<file path="src/logic/fetch_pkg.sv">
package fetch_pkg;

  // byte address as seen by the core
  typedef logic [63:0] addr_t;

  // one uncompressed instruction word
  typedef logic [31:0] inst_t;

  // addi x0, x0, 0
  localparam inst_t NOP_INST = 32'h0000_0013;

  // sequential fetch offset, no compressed instructions
  localparam addr_t FETCH_STEP = 64'd4;

endpackage

</file>
<file path="src/logic/fetch_pc_gen.sv">
`timescale 1ns/10ps

module fetch_pc_gen
  import fetch_pkg::*;
#(
  parameter addr_t BOOT_PC = 64'h0000_0000_8000_0000
) (
  input  logic  clk,
  input  logic  rst_n,
  input  logic  redirect_valid_i,
  input  addr_t redirect_pc_i,
  input  logic  req_ready_i,
  output logic  req_valid_o,
  output addr_t req_pc_o
);

  addr_t pc_q;
  addr_t pc_next;
  logic  req_fire;

  // the cycle of a redirect never issues, the old-path pc is stale
  assign req_valid_o = !redirect_valid_i;
  assign req_fire    = req_valid_o && req_ready_i;
  assign req_pc_o    = pc_q;

  // redirect wins over sequential advance
  always_comb begin
    pc_next = pc_q;
    if (redirect_valid_i) begin
      pc_next = redirect_pc_i;
    end else if (req_fire) begin
      pc_next = pc_q + FETCH_STEP;  // no prediction, just pc + 4
    end
  end

  always_ff @(posedge clk or negedge rst_n) begin
    if (!rst_n) begin
      pc_q <= BOOT_PC;
    end else begin
      pc_q <= pc_next;
    end
  end

  // targets from later stages must be word aligned as well
  a_pc_aligned: assert property (@(posedge clk) disable iff (!rst_n)
    pc_q[1:0] == 2'b00)
    else $error("fetch pc %h not 4-byte aligned", pc_q);

endmodule

</file>
<file path="config.mk">
export PLATFORM = sky130hd
export DESIGN_NAME = fetch_pc_gen
export DESIGN_NICKNAME = d
export VERILOG_FILES = /design/src/logic/fetch_pkg.sv /design/src/logic/fetch_pc_gen.sv
export SDC_FILE = /design/constraint.sdc
export NUM_CORES = 1
export LEC_CHECK = 0
export BUFFER_PORTS_ARGS = -buffer_cell sky130_fd_sc_hd__buf_2
export CORE_MARGIN = 2
export CORE_UTILIZATION = 51
export CTS_CLUSTER_SIZE = 40
export DETAILED_ROUTE_END_ITERATION = 8
export PLACE_DENSITY = 0.8
export RECOVER_POWER = 25
export SLEW_MARGIN = 20
export SYNTH_ARGS = -nofsm -noshare
export SYNTH_HDL_FRONTEND = slang
export SYNTH_SLANG_ARGS = --single-unit
</file>
<file path="constraint.sdc">
create_clock -name clk -period 2.5 [get_ports clk]
set_input_delay 0.375 -clock clk [delete_from_list [all_inputs] [get_ports clk]]
set_output_delay 0.375 -clock clk [all_outputs]
set_load 0.01 [all_outputs]
</file>
After elaboration in Yosys (flattened, before gate mapping)
Cells that the tools add are included.
{"block": "totals", "out_inout_bits": 65, "n_memories": 0, "mem_bits_rw": 0, "rom_bits": 0, "reg_bits": 64, "in_bits": 68, "latchBits": 0, "elab_cells": 7}
{"block": "classes", "bitwise_logic": 0, "n_mux": 2, "add_sub_neg": 1, "n_reduce_logical": 3, "n_mul": 0, "magnitude_cmp": 0, "eq_ne": 0, "n_shift": 0, "n_div": 0}
{"operator": "$mux 64", "count": 2}
{"operator": "$add 64x3->64 const B", "count": 1}
{"operator": "$reduce_bool 2->1", "count": 1}
{"operator": "$logic_and 1x1->1", "count": 1}
{"operator": "$logic_not 1->1", "count": 1}

Depth between registers and ports, before layout
{"block": "logic_depth", "word_depth": 4, "ltp_mapped": 8, "ltp_nobuf": 6}

Worst setup path after synthesis
No wires, ideal clock.
{"block": "synth_path", "path_kind": "input to register", "from": "input port req_ready_i", "to": "register pc_q[55], in the netlist req_pc_o[55]", "slack_ps": 255, "arrival_time_ps": 2163, "required_ps": 2418, "path_buffers": 1, "cell_stages": 6, "setup_ps": 82, "cell_sequence": "buf_4 > nand4_4 > or4_4 > or4_1 > or3_1 > a31oi_1"}
{"block": "synth_between", "elab_chain_len": 2}
{"element": "start, declared", "line": "fetch_pc_gen.sv:12", "source": "input logic req_ready_i,"}
{"element": "$logic_and 1x1->1", "line": "fetch_pc_gen.sv:23", "source": "assign req_fire = req_valid_o && req_ready_i;"}
{"element": "$reduce_bool 2->1 (no line)"}
{"element": "end signal, assigned", "line": "fetch_pc_gen.sv:40", "source": "pc_q <= pc_next;"}
{"element": "end, declared", "line": "fetch_pc_gen.sv:17", "source": "addr_t pc_q;"}
No other way between the ends.
A chain may end at the register's enable or synchronous reset.

Worst setup path after layout
{"block": "layout_path", "from": "register pc_q[2], in the netlist req_pc_o[2]", "to": "register pc_q[55], in the netlist req_pc_o[55]"}
{"block": "layout_between", "elab_chain_len": 3}
{"element": "$add 64x3->64", "line": "fetch_pc_gen.sv:32", "source": "pc_next = pc_q + FETCH_STEP;"}
{"element": "$mux 64", "line": "fetch_pc_gen.sv:31", "source": "end else if (req_fire) begin"}
{"element": "$mux 64", "line": "fetch_pc_gen.sv:29", "source": "if (redirect_valid_i) begin"}
No other way between the ends. The select of a mux whose other input is x is not followed.

==> results.tsv <==
metric	value	unit
status	finished, violations left	
failing checks	capacitance limit, slew limit	
clk sinks	64	
max reg flops	64	
pwr dens	543	nW/um2
Tightest Pin Transition	1.58	ns
Starting Density	52.4	%
Netlist Area Pre-Place	3800	um2
core region area	7250	um2
Ys Warns	0	
H-tree depth	3	
Ant. Diodes	0	
met3 usage	4.67	%
DRT iter0 DRCs	280	
Row Count	31	
first-pass GRT wire length	17.8	mm
# setup viols final	0	
Synth async-reset ratio	100	%
Hold Path Cell Cnt	3	
vias per inst	5.80	
Min-Delay Path Class	input pin to flip-flop	
total CTS buffers	9	
RSZ-0062 raised after global routing	no	
Yosys cell types	40	
Tmin final	2.43	ns
most frequent cells in the layout	buf_2, nand2_1, dfrtp_1	
final worst slack	0.0671	ns
Final Hold Vio Count	0	
I/O pins	133	
total gr overflow	0	
Seq/Total Area, Yosys	42.1	%
commonest non-fill, non-tap cell in the layout	buf_2	
port bufs	132	
GRT Overall Usage	26.7	%
Detailed Route WL	10.7	mm
Post-DP HPWL	7.96	mm
GPL Wtd Cong	0.889	
CP arrival	2.70	ns
die width	90.4	um
worst reg2reg path depth	5	
area grow syn2layout	25.8	%
Synth top area share	41.4	%
Chip Height	90.4	um
top cells by area, synth	dfrtp_1, xnor2_1, nand2_1, o21ai_0, nand4_1	
cells after synthesis	437	
max_slew headroom	-5.43	%
Crit Path Max Fanout	11	
Synth Flop Type	dfrtp_1	
WL/cell	15.9	um
clock root buffer	clkbuf_8	
Nets	641	
leading area contributor after synthesis	dfrtp_1	
Clk pin slew, worst setup/hold paths	0.07	ns
Crit. End Element	flip-flop	
Final ANT Viol Nets	0	
max-slew violation count	65	
# fillers	615	
die area	8160	um2
Post-Synthesis Net Count	506	
LEAKAGE	2.05	nW
layout cells sized above 1	30.6	%
Final TNS setup	0	ns
GR peak layer	met2	
CTS tree	done	
routed vias	3909	
Max Cap Viol	1	
CTS Buffer Depth	2	
Worst Setup Start Kind	flip-flop	
CP Class	flip-flop to flip-flop	
initial antenna violation count	0	
Pre-antenna DRT Iters	4	
crit share post-route	97.3	%
Max VDD drop	0.284	mV
pin count of the biggest net entering global routing	69	
grt met2 use	43.9	%
Seq cells post-synth	64	
number of global-route vias before repair	3744	
Post-synth EDFFs	0	
DRC	0	
Avg Inst Size Synth	8.70	um2
maximum clock rate	0.411	GHz
Hold Buf Count CTS	0	
Req. time, crit path	2.76	ns
post-route clock skew	0.00870	ns
clk_lat worst skew	0.34	ns
Place WS	0.0991	ns
GR Layer Usage met1	35.4	%
-- through the flow --
step | instance area, um2 | util (%) | std cells | hold WS [ns] | power, mW
global placement | 4610 | 63.6 | 660 | 0.487 | 1.75
floorplan | 3800 | - | 437 | 0.0794 | 1.52
finish | 4790 | 66.0 | 674 | 0.235 | 2.60
detailed placement | 4610 | 63.6 | 660 | 0.490 | 1.77
CTS | 4790 | 66.0 | 674 | 0.233 | 2.60
global route | 4790 | 66.0 | 674 | 0.248 | 2.72
-- final timing paths --
path / startpoint / end / slack (ns)
setup reg to reg: req_pc_o[2] / req_pc_o[55] / 0.07
setup / recovery: req_pc_o[2] / req_pc_o[55] / 0.07
hold reg to reg: req_pc_o[1] / req_pc_o[1] / 0.50
min in group asynchronous: rst_n / req_pc_o[0] / 0.52
max in group asynchronous: rst_n / req_pc_o[4] / 0.96
hold / removal: redirect_pc_i[47] / req_pc_o[47] / 0.24
-- timing repair --
item	4_1_cts	5_1_grt
setup buffers	0	0
endpoints found under the setup margin	0	1
gates resized for setup	0	1
-- logic make-up after synthesis --
group,Yosys count,share of synthesized area (%)
AO/OA/AOI/OAI,73,11.2
XOR/XNOR,43,9.90
adder cells (fa/ha/maj),1,0.329
buffers and inverters,28,2.93
flip-flops,64,42.1
multiplexers,9,2.53
AND/OR/NAND/NOR,219,31.0
-- critical path, stage by stage (launching register included) --
cell,delay (ns)
dfrtp_1,0.48
nand4_4,0.17
or4_4,0.65
or4_1,0.56
or3_1,0.31
a31oi_1,0.18
-- metal layers --
metal / wire (um) / vias up
met2: 5120 / 158
met3: 807 / 18
met1: 4600 / 1872
met4: 193 / 0
met5: 0 / -
li1: - / 1861
-- where the power goes --
part,internal (mW),switching (mW)
clock network,0.446,0.393
logic,0.225,0.259
registers,1.13,0.140
-- synth_stat cells, drive strengths merged (3+ instances only) --
cell type and n:
nand2 66, dfrtp 63, o21ai 47, xnor2 34, nand4 24, nor2 24
clkbuf 21, nand3 21, and3 15, nor4 15, a31oi 12, and4 12
nor3 12, or4 9, xor2 9, or3 8, o31ai 7, mux2 5
inv 4, mux2i 4, o31a 4, buf 3, nor2b 3
-- cell type report --
class	instances	area (um2)	area share, %
clock buffers	10	128	2.67
flip-flops and latches	64	1600	33.5
inverters	4	15.0	0.314
multi-input cells	345	2090	43.7
repair buffers	148	778	16.3
well taps	99	124	2.59
clock inverters	4	47.5	0.993
(Power assumes the default switching activity.)
