## src/logic/fetch_pkg.sv

```systemverilog
package fetch_pkg;

  // byte address as seen by the core
  typedef logic [63:0] addr_t;

  // one uncompressed instruction word
  typedef logic [31:0] inst_t;

  // addi x0, x0, 0
  localparam inst_t NOP_INST = 32'h0000_0013;

  // sequential fetch offset, no compressed instructions
  localparam addr_t FETCH_STEP = 64'd4;

endpackage

```

## src/logic/mem_bus_pkg.sv

```systemverilog
package mem_bus_pkg;

  typedef logic [63:0] bus_data_t;  // one read beat
  typedef logic [1:0]  beat_t;      // beat index within a line
  typedef logic [1:0]  resp_t;      // read response code

  // fixed by the bus, a line is one 4-beat burst
  localparam int LINE_BEATS = 4;
  localparam int BEAT_OFF_W = 3;               // 8 bytes per beat
  localparam int LINE_OFF_W = BEAT_OFF_W + 2;  // 32 bytes per line

  localparam resp_t RESP_OKAY = 2'b00;

  // refill controller states
  typedef enum logic [2:0] {
    IDLE,
    LOOKUP,
    REQ,
    FILL,
    DELIVER
  } refill_state_t;

endpackage

```

## src/logic/icache_refill_ctrl.sv

```systemverilog
`timescale 1ns/10ps

module icache_refill_ctrl
  import fetch_pkg::*;
  import mem_bus_pkg::*;
#(
  parameter  int NUM_WAYS = 2,
  parameter  int NUM_SETS = 16,
  localparam int IDX_W    = $clog2(NUM_SETS),
  localparam int TAG_W    = 64 - LINE_OFF_W - IDX_W
) (
  input  logic                clk,
  input  logic                rst_n,
  input  logic                req_valid_i,
  input  addr_t               req_pc_i,
  output logic                req_ready_o,
  output logic                lookup_en_o,
  input  logic [NUM_WAYS-1:0] hit_i,
  input  inst_t               rdata_i [NUM_WAYS],
  output logic [NUM_WAYS-1:0] fill_we_o,
  output logic [IDX_W-1:0]    fill_index_o,
  output logic [TAG_W-1:0]    fill_tag_o,
  output beat_t               fill_beat_o,
  output bus_data_t           fill_data_o,
  input  logic                redirect_valid_i,
  output logic                inst_valid_o,
  input  logic                inst_ready_i,
  output inst_t               inst_o,
  output addr_t               inst_pc_o,
  output logic                mem_ar_valid_o,
  input  logic                mem_ar_ready_i,
  output addr_t               mem_ar_addr_o,
  input  logic                mem_r_valid_i,
  output logic                mem_r_ready_o,
  input  bus_data_t           mem_r_data_i,
  input  resp_t               mem_r_resp_i,
  input  logic                mem_r_last_i
);

  localparam int VW = (NUM_WAYS > 1) ? $clog2(NUM_WAYS) : 1;

  refill_state_t state_q, state_d;

  addr_t         look_pc_q;           // pc of the request in flight
  beat_t         beat_q;
  logic          drop_q;              // redirected while the burst runs
  logic [VW-1:0] victim_q [NUM_SETS]; // round-robin pointer per set
  inst_t         miss_inst_q;

  logic  any_hit;
  inst_t hit_word;
  logic  out_fire;
  logic  fill_fire;
  logic  fill_done;
  beat_t want_beat;

  assign any_hit = |hit_i;

  always_comb begin
    hit_word = '0;
    for (int w = 0; w < NUM_WAYS; w++) begin
      if (hit_i[w]) begin
        hit_word = hit_word | rdata_i[w];
      end
    end
  end

  // hits are presented straight out of the lookup cycle
  assign inst_valid_o = ((state_q == LOOKUP && any_hit) || state_q == DELIVER)
                        && !redirect_valid_i;
  assign inst_o       = !inst_valid_o        ? NOP_INST :
                        (state_q == DELIVER) ? miss_inst_q : hit_word;
  assign inst_pc_o    = look_pc_q;
  assign out_fire     = inst_valid_o && inst_ready_i;

  // second item may enter while the first one leaves
  assign req_ready_o = (state_q == IDLE) || out_fire;
  assign lookup_en_o = req_valid_i && req_ready_o;

  assign fill_index_o = look_pc_q[LINE_OFF_W +: IDX_W];
  assign fill_tag_o   = look_pc_q[63 -: TAG_W];
  assign want_beat    = look_pc_q[LINE_OFF_W-1:BEAT_OFF_W];

  assign mem_ar_valid_o = (state_q == REQ);
  assign mem_ar_addr_o  = {look_pc_q[63:LINE_OFF_W], {LINE_OFF_W{1'b0}}};
  assign mem_r_ready_o  = (state_q == FILL);

  assign fill_fire   = mem_r_ready_o && mem_r_valid_i;
  assign fill_done   = fill_fire && mem_r_last_i;
  assign fill_beat_o = beat_q;
  assign fill_data_o = mem_r_data_i;

  always_comb begin
    for (int w = 0; w < NUM_WAYS; w++) begin
      fill_we_o[w] = fill_fire && (victim_q[fill_index_o] == VW'(w));
    end
  end

  always_comb begin
    state_d = state_q;
    case (state_q)
      IDLE: begin
        if (lookup_en_o) state_d = LOOKUP;
      end
      LOOKUP: begin
        if (redirect_valid_i) begin
          state_d = IDLE;
        end else if (!any_hit) begin
          state_d = REQ;
        end else if (inst_ready_i) begin
          state_d = lookup_en_o ? LOOKUP : IDLE;
        end
      end
      REQ: begin
        if (mem_ar_ready_i) state_d = FILL;
      end
      FILL: begin
        // burst cannot be cut short, only its instruction is dropped
        if (fill_done) state_d = (drop_q || redirect_valid_i) ? IDLE : DELIVER;
      end
      DELIVER: begin
        if (redirect_valid_i) begin
          state_d = IDLE;
        end else if (inst_ready_i) begin
          state_d = lookup_en_o ? LOOKUP : IDLE;
        end
      end
      default: state_d = IDLE;
    endcase
  end

  always_ff @(posedge clk or negedge rst_n) begin
    if (!rst_n) begin
      state_q <= IDLE;
      beat_q  <= '0;
      drop_q  <= 1'b0;
      for (int s = 0; s < NUM_SETS; s++) begin
        victim_q[s] <= '0;
      end
    end else begin
      state_q <= state_d;
      if (state_q == LOOKUP && state_d == REQ) begin
        beat_q <= '0;
        drop_q <= 1'b0;
      end else begin
        if (fill_fire) beat_q <= beat_q + 1'b1;
        if (redirect_valid_i && (state_q == REQ || state_q == FILL)) drop_q <= 1'b1;
      end
      if (fill_done) begin
        victim_q[fill_index_o] <= (victim_q[fill_index_o] == VW'(NUM_WAYS - 1)) ?
                                  '0 : victim_q[fill_index_o] + 1'b1;
      end
    end
  end

  always_ff @(posedge clk) begin
    if (lookup_en_o) look_pc_q <= req_pc_i;
    if (fill_fire && beat_q == want_beat) begin
      miss_inst_q <= look_pc_q[BEAT_OFF_W-1] ? mem_r_data_i[63:32] : mem_r_data_i[31:0];
    end
  end

  a_one_hit: assert property (@(posedge clk) disable iff (!rst_n)
    state_q == LOOKUP |-> $onehot0(hit_i))
    else $error("more than one way hit for pc %h", look_pc_q);

  a_inst_hold: assert property (@(posedge clk) disable iff (!rst_n)
    inst_valid_o && !inst_ready_i |=> inst_valid_o || redirect_valid_i)
    else $error("inst_valid_o dropped before accept");

  a_ar_hold: assert property (@(posedge clk) disable iff (!rst_n)
    mem_ar_valid_o && !mem_ar_ready_i |=> mem_ar_valid_o && $stable(mem_ar_addr_o))
    else $error("mem_ar_valid_o dropped before accept");

  // error responses are not handled, the refill data is taken as is
  a_resp_okay: assert property (@(posedge clk) disable iff (!rst_n)
    fill_fire |-> mem_r_resp_i == RESP_OKAY)
    else $error("refill beat with response %b", mem_r_resp_i);

endmodule

```

## config.mk

```make
export PLATFORM = sky130hd
export DESIGN_NAME = icache_refill_ctrl
export DESIGN_NICKNAME = d
export VERILOG_FILES = /design/src/logic/fetch_pkg.sv /design/src/logic/mem_bus_pkg.sv /design/src/logic/icache_refill_ctrl.sv
export SDC_FILE = /design/constraint.sdc
export NUM_CORES = 1
export LEC_CHECK = 0
export ABC_CLOCK_PERIOD_IN_PS = 10430
export BUFFER_PORTS_ARGS = -buffer_cell sky130_fd_sc_hd__buf_2
export CAP_MARGIN = 30
export CORE_AREA = 2 2 195 197
export DETAILED_ROUTE_END_ITERATION = 7
export DIE_AREA = 0 0 197 199
export MAX_ROUTING_LAYER = met4
export PLACE_DENSITY = 0.41
export SYNTH_ARGS = -nofsm -noshare
export SYNTH_HDL_FRONTEND = slang
export SYNTH_SLANG_ARGS = --single-unit
export TNS_END_PERCENT = 100
```

## constraint.sdc

```tcl
create_clock -name clk -period 10.43 [get_ports clk]
set_clock_uncertainty 0.1 [all_clocks]
set_input_delay 1.5645 -clock clk [delete_from_list [all_inputs] [get_ports clk]]
set_output_delay 1.5645 -clock clk [all_outputs]
set_load 0.02 [all_outputs]
```

# Word-level counts from Yosys, hierarchy flattened
# Cells that the tools add are included.
dict set report classes {
  n_lt_le_gt_ge 2
  n_bitwise 3
  reduce_logical 21
  muxes 26
  add_sub_neg 2
  n_eq_ne 6
}
# cell count
set ops {}
lappend ops {{two-way mux 32 bit} 5}
lappend ops {{bitwise OR 32 bit} 1}
lappend ops {{two-way mux 3 bit} 8}
lappend ops {{bitwise mux 16 bit} 1}
lappend ops {{case mux 3 bit (5 select lines)} 1}
lappend ops {{logical AND 1 bit} 12}
lappend ops {{== test 3 x 2 -> 1 bit (second input constant)} 3}
lappend ops {{two-way mux 1 bit} 7}
lappend ops {{>= comparator 5 bit (second input constant)} 1}
lappend ops {{less-than comparator 5 x 1 -> 1 bit (second input constant)} 1}
lappend ops {{NOT 4 -> 5 bit} 1}
lappend ops {{binary-select mux 1 bit (select 4 bit)} 1}
lappend ops {{demux 1 bit (select 4 bit)} 1}
lappend ops {{logical OR 1 bit} 4}
lappend ops {{two-way mux 2 bit} 2}
lappend ops {{nonzero test 2 bit} 2}
lappend ops {{== test 3 x 1 -> 1 bit (second input constant)} 1}
lappend ops {{== test 3 bit (second input constant)} 1}
lappend ops {{logical NOT 3 bit} 1}
lappend ops {{adder 2 x 1 -> 2 bit (second input constant)} 1}
lappend ops {{== test 2 bit} 1}
lappend ops {{OR reduction 2 bit} 1}
lappend ops {{adder 1 bit (second input constant)} 1}
lappend ops {{logical NOT 1 bit} 1}
lappend ops {{NOT 1 bit} 1}
dict set report totals {
  output_inout_bits 292
  ff_bits 118
  elab_cells 81
  in_bits 204
}

# Longest topological paths before layout
dict set report depth {
  ltp_word 15
  ltp_mapped 6
  ltp_nobuf 5
}

# Worst setup path after synthesis
# No wires, ideal clock.
dict set report synth_path {
  kind {input to output}
  start {in hit_i[0]}
  end {out lookup_en_o}
  path_slack_ns 3.572
  stages 5
  arrival_ns 5.193
  path_cell_list {clkbuf_1 > nor2_1 > o21ai_1 > a31oi_1 > nor2b_1}
}
dict set report synth_via {
  elab_chain_len 7
}
# item line_no
set synth_rtl {}
lappend synth_rtl {{start, declared} icache_refill_ctrl.sv:18} ;# input logic [NUM_WAYS-1:0] hit_i,
lappend synth_rtl {{OR reduction 2 bit} icache_refill_ctrl.sv:57} ;# assign any_hit = |hit_i;
lappend synth_rtl {{logical AND 1 bit} icache_refill_ctrl.sv:69} ;# assign inst_valid_o = ((state_q == LOOKUP && any_hit) || state_q == DELIVER)
lappend synth_rtl {{logical OR 1 bit} icache_refill_ctrl.sv:69}
lappend synth_rtl {{logical AND 1 bit} icache_refill_ctrl.sv:70} ;# && !redirect_valid_i;
lappend synth_rtl {{logical AND 1 bit} icache_refill_ctrl.sv:74} ;# assign out_fire = inst_valid_o && inst_ready_i;
lappend synth_rtl {{logical OR 1 bit} icache_refill_ctrl.sv:77} ;# assign req_ready_o = (state_q == IDLE) || out_fire;
lappend synth_rtl {{logical AND 1 bit} icache_refill_ctrl.sv:78} ;# assign lookup_en_o = req_valid_i && req_ready_o;
lappend synth_rtl {{end, declared} icache_refill_ctrl.sv:17} ;# output logic lookup_en_o,
# No other way between the ends.

# Worst setup path in the final report
dict set report layout_path {
  start {in hit_i[0]}
  end {out inst_o[6]}
}
dict set report layout_via {
  elab_chain_len 5
  word_cells_on_any_way 9
}
# item line_no
set layout_rtl {}
lappend layout_rtl {{two-way mux 32 bit / OR reduction 2 bit (equally long branches)} {icache_refill_ctrl.sv:62, icache_refill_ctrl.sv:57}}
lappend layout_rtl {{bitwise OR 32 bit / logical AND 1 bit (equally long branches)} {icache_refill_ctrl.sv:63, icache_refill_ctrl.sv:69}}
lappend layout_rtl {{two-way mux 32 bit / logical OR 1 bit (equally long branches)} {icache_refill_ctrl.sv:62, icache_refill_ctrl.sv:69}}
lappend layout_rtl {{two-way mux 32 bit / logical AND 1 bit (equally long branches)} {icache_refill_ctrl.sv:72, icache_refill_ctrl.sv:70}}
lappend layout_rtl {{two-way mux 32 bit (*)} icache_refill_ctrl.sv:71} ;# assign inst_o = !inst_valid_o ? NOP_INST :
lappend layout_rtl {{end, declared} icache_refill_ctrl.sv:28} ;# output inst_t inst_o,
# Every way passes the cells marked *; elsewhere a longest branch is shown, timed or not.

==> metrics <==
clock buffer depth=2; worst hold-check path type=flop to flop; proportion of power drawn by combinational gates=about a third; overall die height=~200 µm; pin count of the biggest net entering global routing=55; top-count cell post-synth=sky130_fd_sc_hd__buf_4; clock tree sinks=approximately 120; post-synthesis sequential area ratio=approximately 52%; Total Die Area=39,200 µm²; count of unresolved DRC violations after routing=0; count of pins over their slew limit=0; number of buffers inserted during clock tree synthesis=17; area fraction of the dominant cell type after synthesis=between 40% and 50%; number of nets in the final layout=between 1,000 and 1,500; setup repair after global routing missed its margin=no; cell at the root of the clock tree=sky130_fd_sc_hd__clkbuf_16; routed vias/inst=about 3.8; CP max-delay cell=sky130_fd_sc_hd__nor3_1; clock latency on the worst-skew pair=roughly 430 ps; core area=37,100 µm²; count of input and output buffers=~490; Cell variety after synth=39; number of detailed-route iterations in the first pass=4; total placed cells including tap cells=1,305; Sw Ratio=38.8%; total buffers and inverters traversed by the critical path=4; crit share post-route=48.0%; cells taking the most area after synthesis=sky130_fd_sc_hd__edfxtp_1 (44%), sky130_fd_sc_hd__buf_4 (22%), sky130_fd_sc_hd__dfrtp_1 (8.4%), sky130_fd_sc_hd__mux2_2 (8.2%), sky130_fd_sc_hd__a221oi_1 (4.3%); CP Data Required Time=8770 ps; kind of cell adding the most delay to the critical path=buffers and inverters; layout cells sized above 1=67.9%; cell area after synthesis=about 6600 µm²; All-Layer GR Usage=11.9%; proportion of register bits with asynchronous set or reset after synthesis=between 10% and 20%; cell count along the critical path=8; clock transition at the register clock pins on the worst setup and hold paths after CTS=60 ps; Detail Route Antenna Nets=0; finished layout cell area=approximately 8700 µm²; htree depth=4; switching power=748 µW; worst setup path category=input port to output port; Internal Power=roughly 1200 µW; number of instances on the worst hold path=2; run status=finished, final reports clean; maximum cell stage delay along the critical path=roughly 400 ps; standby leakage power=~0.004 µW; final-layout setup total negative slack=0 ps; setup slack at placement=~5400 ps; final number of setup-violating endpoints=0; number of cell rows=71; CP arrival=3340 ps; clock share of power=just under 30%; global-route wire length before repair=32,000 µm; number of antenna violations at the first check in global routing=4; PnR worst setup slack=~5400 ps; slew margin rel.=45.2%; io pins=496; primary flip-flop cell chosen by synthesis mapping=sky130_fd_sc_hd__edfxtp_1; Post-CTS Setup Bufs=0; Final Critical Period=between 5000 and 6000 ps; CP Launch Type=input port; Worst VDD drop=between 0.1 and 0.15 mV; number of global-route vias before repair=4,953; post-cts gate resize count=0; flops & latches, synth=118; post-DR wirelength/cell=17.6 µm; critical path, cell by cell=buf_2, buf_4, nor2_1, o21ai_1, nand2_1, buf_4, nor3_1, buf_2; dpl hpwl=roughly 19,000 µm; Fin. Hold Viols=0; number of fillers in the final layout=approximately 4,000; CTS Hold Buffers Added=0; effective utilization at floorplan=about 18%; most frequent cells after synthesis=sky130_fd_sc_hd__buf_4 (189), sky130_fd_sc_hd__edfxtp_1 (96), sky130_fd_sc_hd__nor2_1 (51); maximum clock frequency=~0.2 GHz; worst-margin pin slew=just over 800 ps; largest area contributor in the netlist=sky130_fd_sc_hd__edfxtp_1; total vias in the final route=~5,100; share of the core filled with cells=around a quarter; endpoint type of the worst setup path=output port; worst r2r path cells=5; cell area after placement=slightly above 8000 µm²; average instance area after synthesis=around 12 µm²; layout-stage area growth over the synthesis result=32.8%; leftover overflow at the end of global routing=0; relative contribution of sequential cells to total power=between 30% and 40%; total wire length after detailed routing=23,500 µm; filler-free cell count of the finished design=around 1,300; routability congestion estimate from global placement=0.758; highest net fanout along the worst path=33; number of warnings issued by yosys=0; DRT iter0 DRCs=207; Max Cap Violations=0; cells after synthesis=between 500 and 600; Die X=197 µm; power density over cell area=around 220 nW/µm²; number of synthesized flops with an enable pin=96; TritonCTS clock tree=done
stage by stage:
step | hold slack, ps | total power (µW)
after floorplan | 353 | 1230
after global placement | 378 | 1380
after detailed placement | 382 | 1380
after CTS | 396 | 1970
after global routing | 410 | 2030
final | 385 | 1920
cell type report:
type	count	area [µm²]	share of cell area, %
well taps	474	593	6.80
repair buffers	495	2490	28.6
clock inverters	14	130	1.49
multi-input cells	215	1630	18.7
clock buffers	18	429	4.92
flip-flops and latches	118	3430	39.4
inverters	3	11.3	0.129
diodes	2	5.00	0.0574
placed cells by master (no fill, tap or decap), types with 2 or more instances in the layout:
| cell | count |
|---|---|
| sky130_fd_sc_hd__a221oi_1 | 32 |
| sky130_fd_sc_hd__a31oi_1 | 2 |
| sky130_fd_sc_hd__buf_2 | 488 |
| sky130_fd_sc_hd__buf_4 | 7 |
| sky130_fd_sc_hd__clkbuf_16 | 17 |
| sky130_fd_sc_hd__clkinv_2 | 3 |
| sky130_fd_sc_hd__clkinv_4 | 4 |
| sky130_fd_sc_hd__clkinvlp_4 | 4 |
| sky130_fd_sc_hd__conb_1 | 5 |
| sky130_fd_sc_hd__dfrtp_1 | 22 |
| sky130_fd_sc_hd__diode_2 | 2 |
| sky130_fd_sc_hd__edfxtp_1 | 96 |
| sky130_fd_sc_hd__inv_1 | 3 |
| sky130_fd_sc_hd__mux2_1 | 2 |
| sky130_fd_sc_hd__mux2_2 | 48 |
| sky130_fd_sc_hd__mux2i_4 | 2 |
| sky130_fd_sc_hd__mux4_2 | 4 |
| sky130_fd_sc_hd__nand2_1 | 3 |
| sky130_fd_sc_hd__nand2b_1 | 4 |
| sky130_fd_sc_hd__nand4b_1 | 2 |
| sky130_fd_sc_hd__nor2_1 | 50 |
| sky130_fd_sc_hd__nor3_1 | 31 |
| sky130_fd_sc_hd__nor4_1 | 4 |
| sky130_fd_sc_hd__o21ai_0 | 2 |
| sky130_fd_sc_hd__o21ai_1 | 2 |
| sky130_fd_sc_hd__or2_2 | 2 |
| sky130_fd_sc_hd__xor2_1 | 4 |
per-layer routing:
metal | vias up | GRT usage [%] | share of wire (%)
li1 | 2377 | - | -
met1 | 2381 | 12.9 | 39
met2 | 336 | 20.6 | 52
met3 | 18 | 3.63 | 7.5
met4 | 0 | 4.07 | 1.7
met5 | - | - | 0
worst reg2reg max path, delay by kind of cell, from the launching register on:
family / cells / cell delay [ps]
compound gates: 2 / 340
flops: 1 / 450
simple gates: 2 / 690
buf+inv: 1 / 680
kinds of logic (layout without fill, tap and decap cells):
family | count (synthesis) | in the layout | synth area share [%]
compound gates | 41 | 41 | 5.16
xor+xnor | 4 | 4 | 0.533
buf+inv | 217 | 530 | 23.4
flops | 118 | 118 | 52.3
mux | 57 | 57 | 10.8
other cells | 1 | 7 | 0.0571
simple gates | 108 | 108 | 7.79
path summary, 6_finish.rpt:
kind	from	to	slack (ps)
max	hit_i[0]	inst_o[6]	5420
min	drop_q	drop_q	390
max reg2reg	state_q[2]	inst_pc_o[51]	7770
min reg2reg	drop_q	drop_q	390
max in group asynchronous	rst_n	victim_q[13]	8860
min in group asynchronous	rst_n	fill_beat_o[0]	1010
sequential cells by signal, summed over array words and instances (netlist names):
register / flops
miss_inst_q: 32
inst_pc_o: 64
victim_q: 16
drop_q: 1
fill_beat_o: 2
state_q: 3
power by group through the flow:
stage / registers [µW] / clock network [µW] / logic, µW
after floorplan: 752 / 0 / 475
after global placement: 716 / 0 / 663
after detailed placement: 721 / 0 / 660
after CTS: 712 / 593 / 662
after global routing: 719 / 612 / 697
final: 708 / 567 / 650
(Power assumes the default switching activity.)
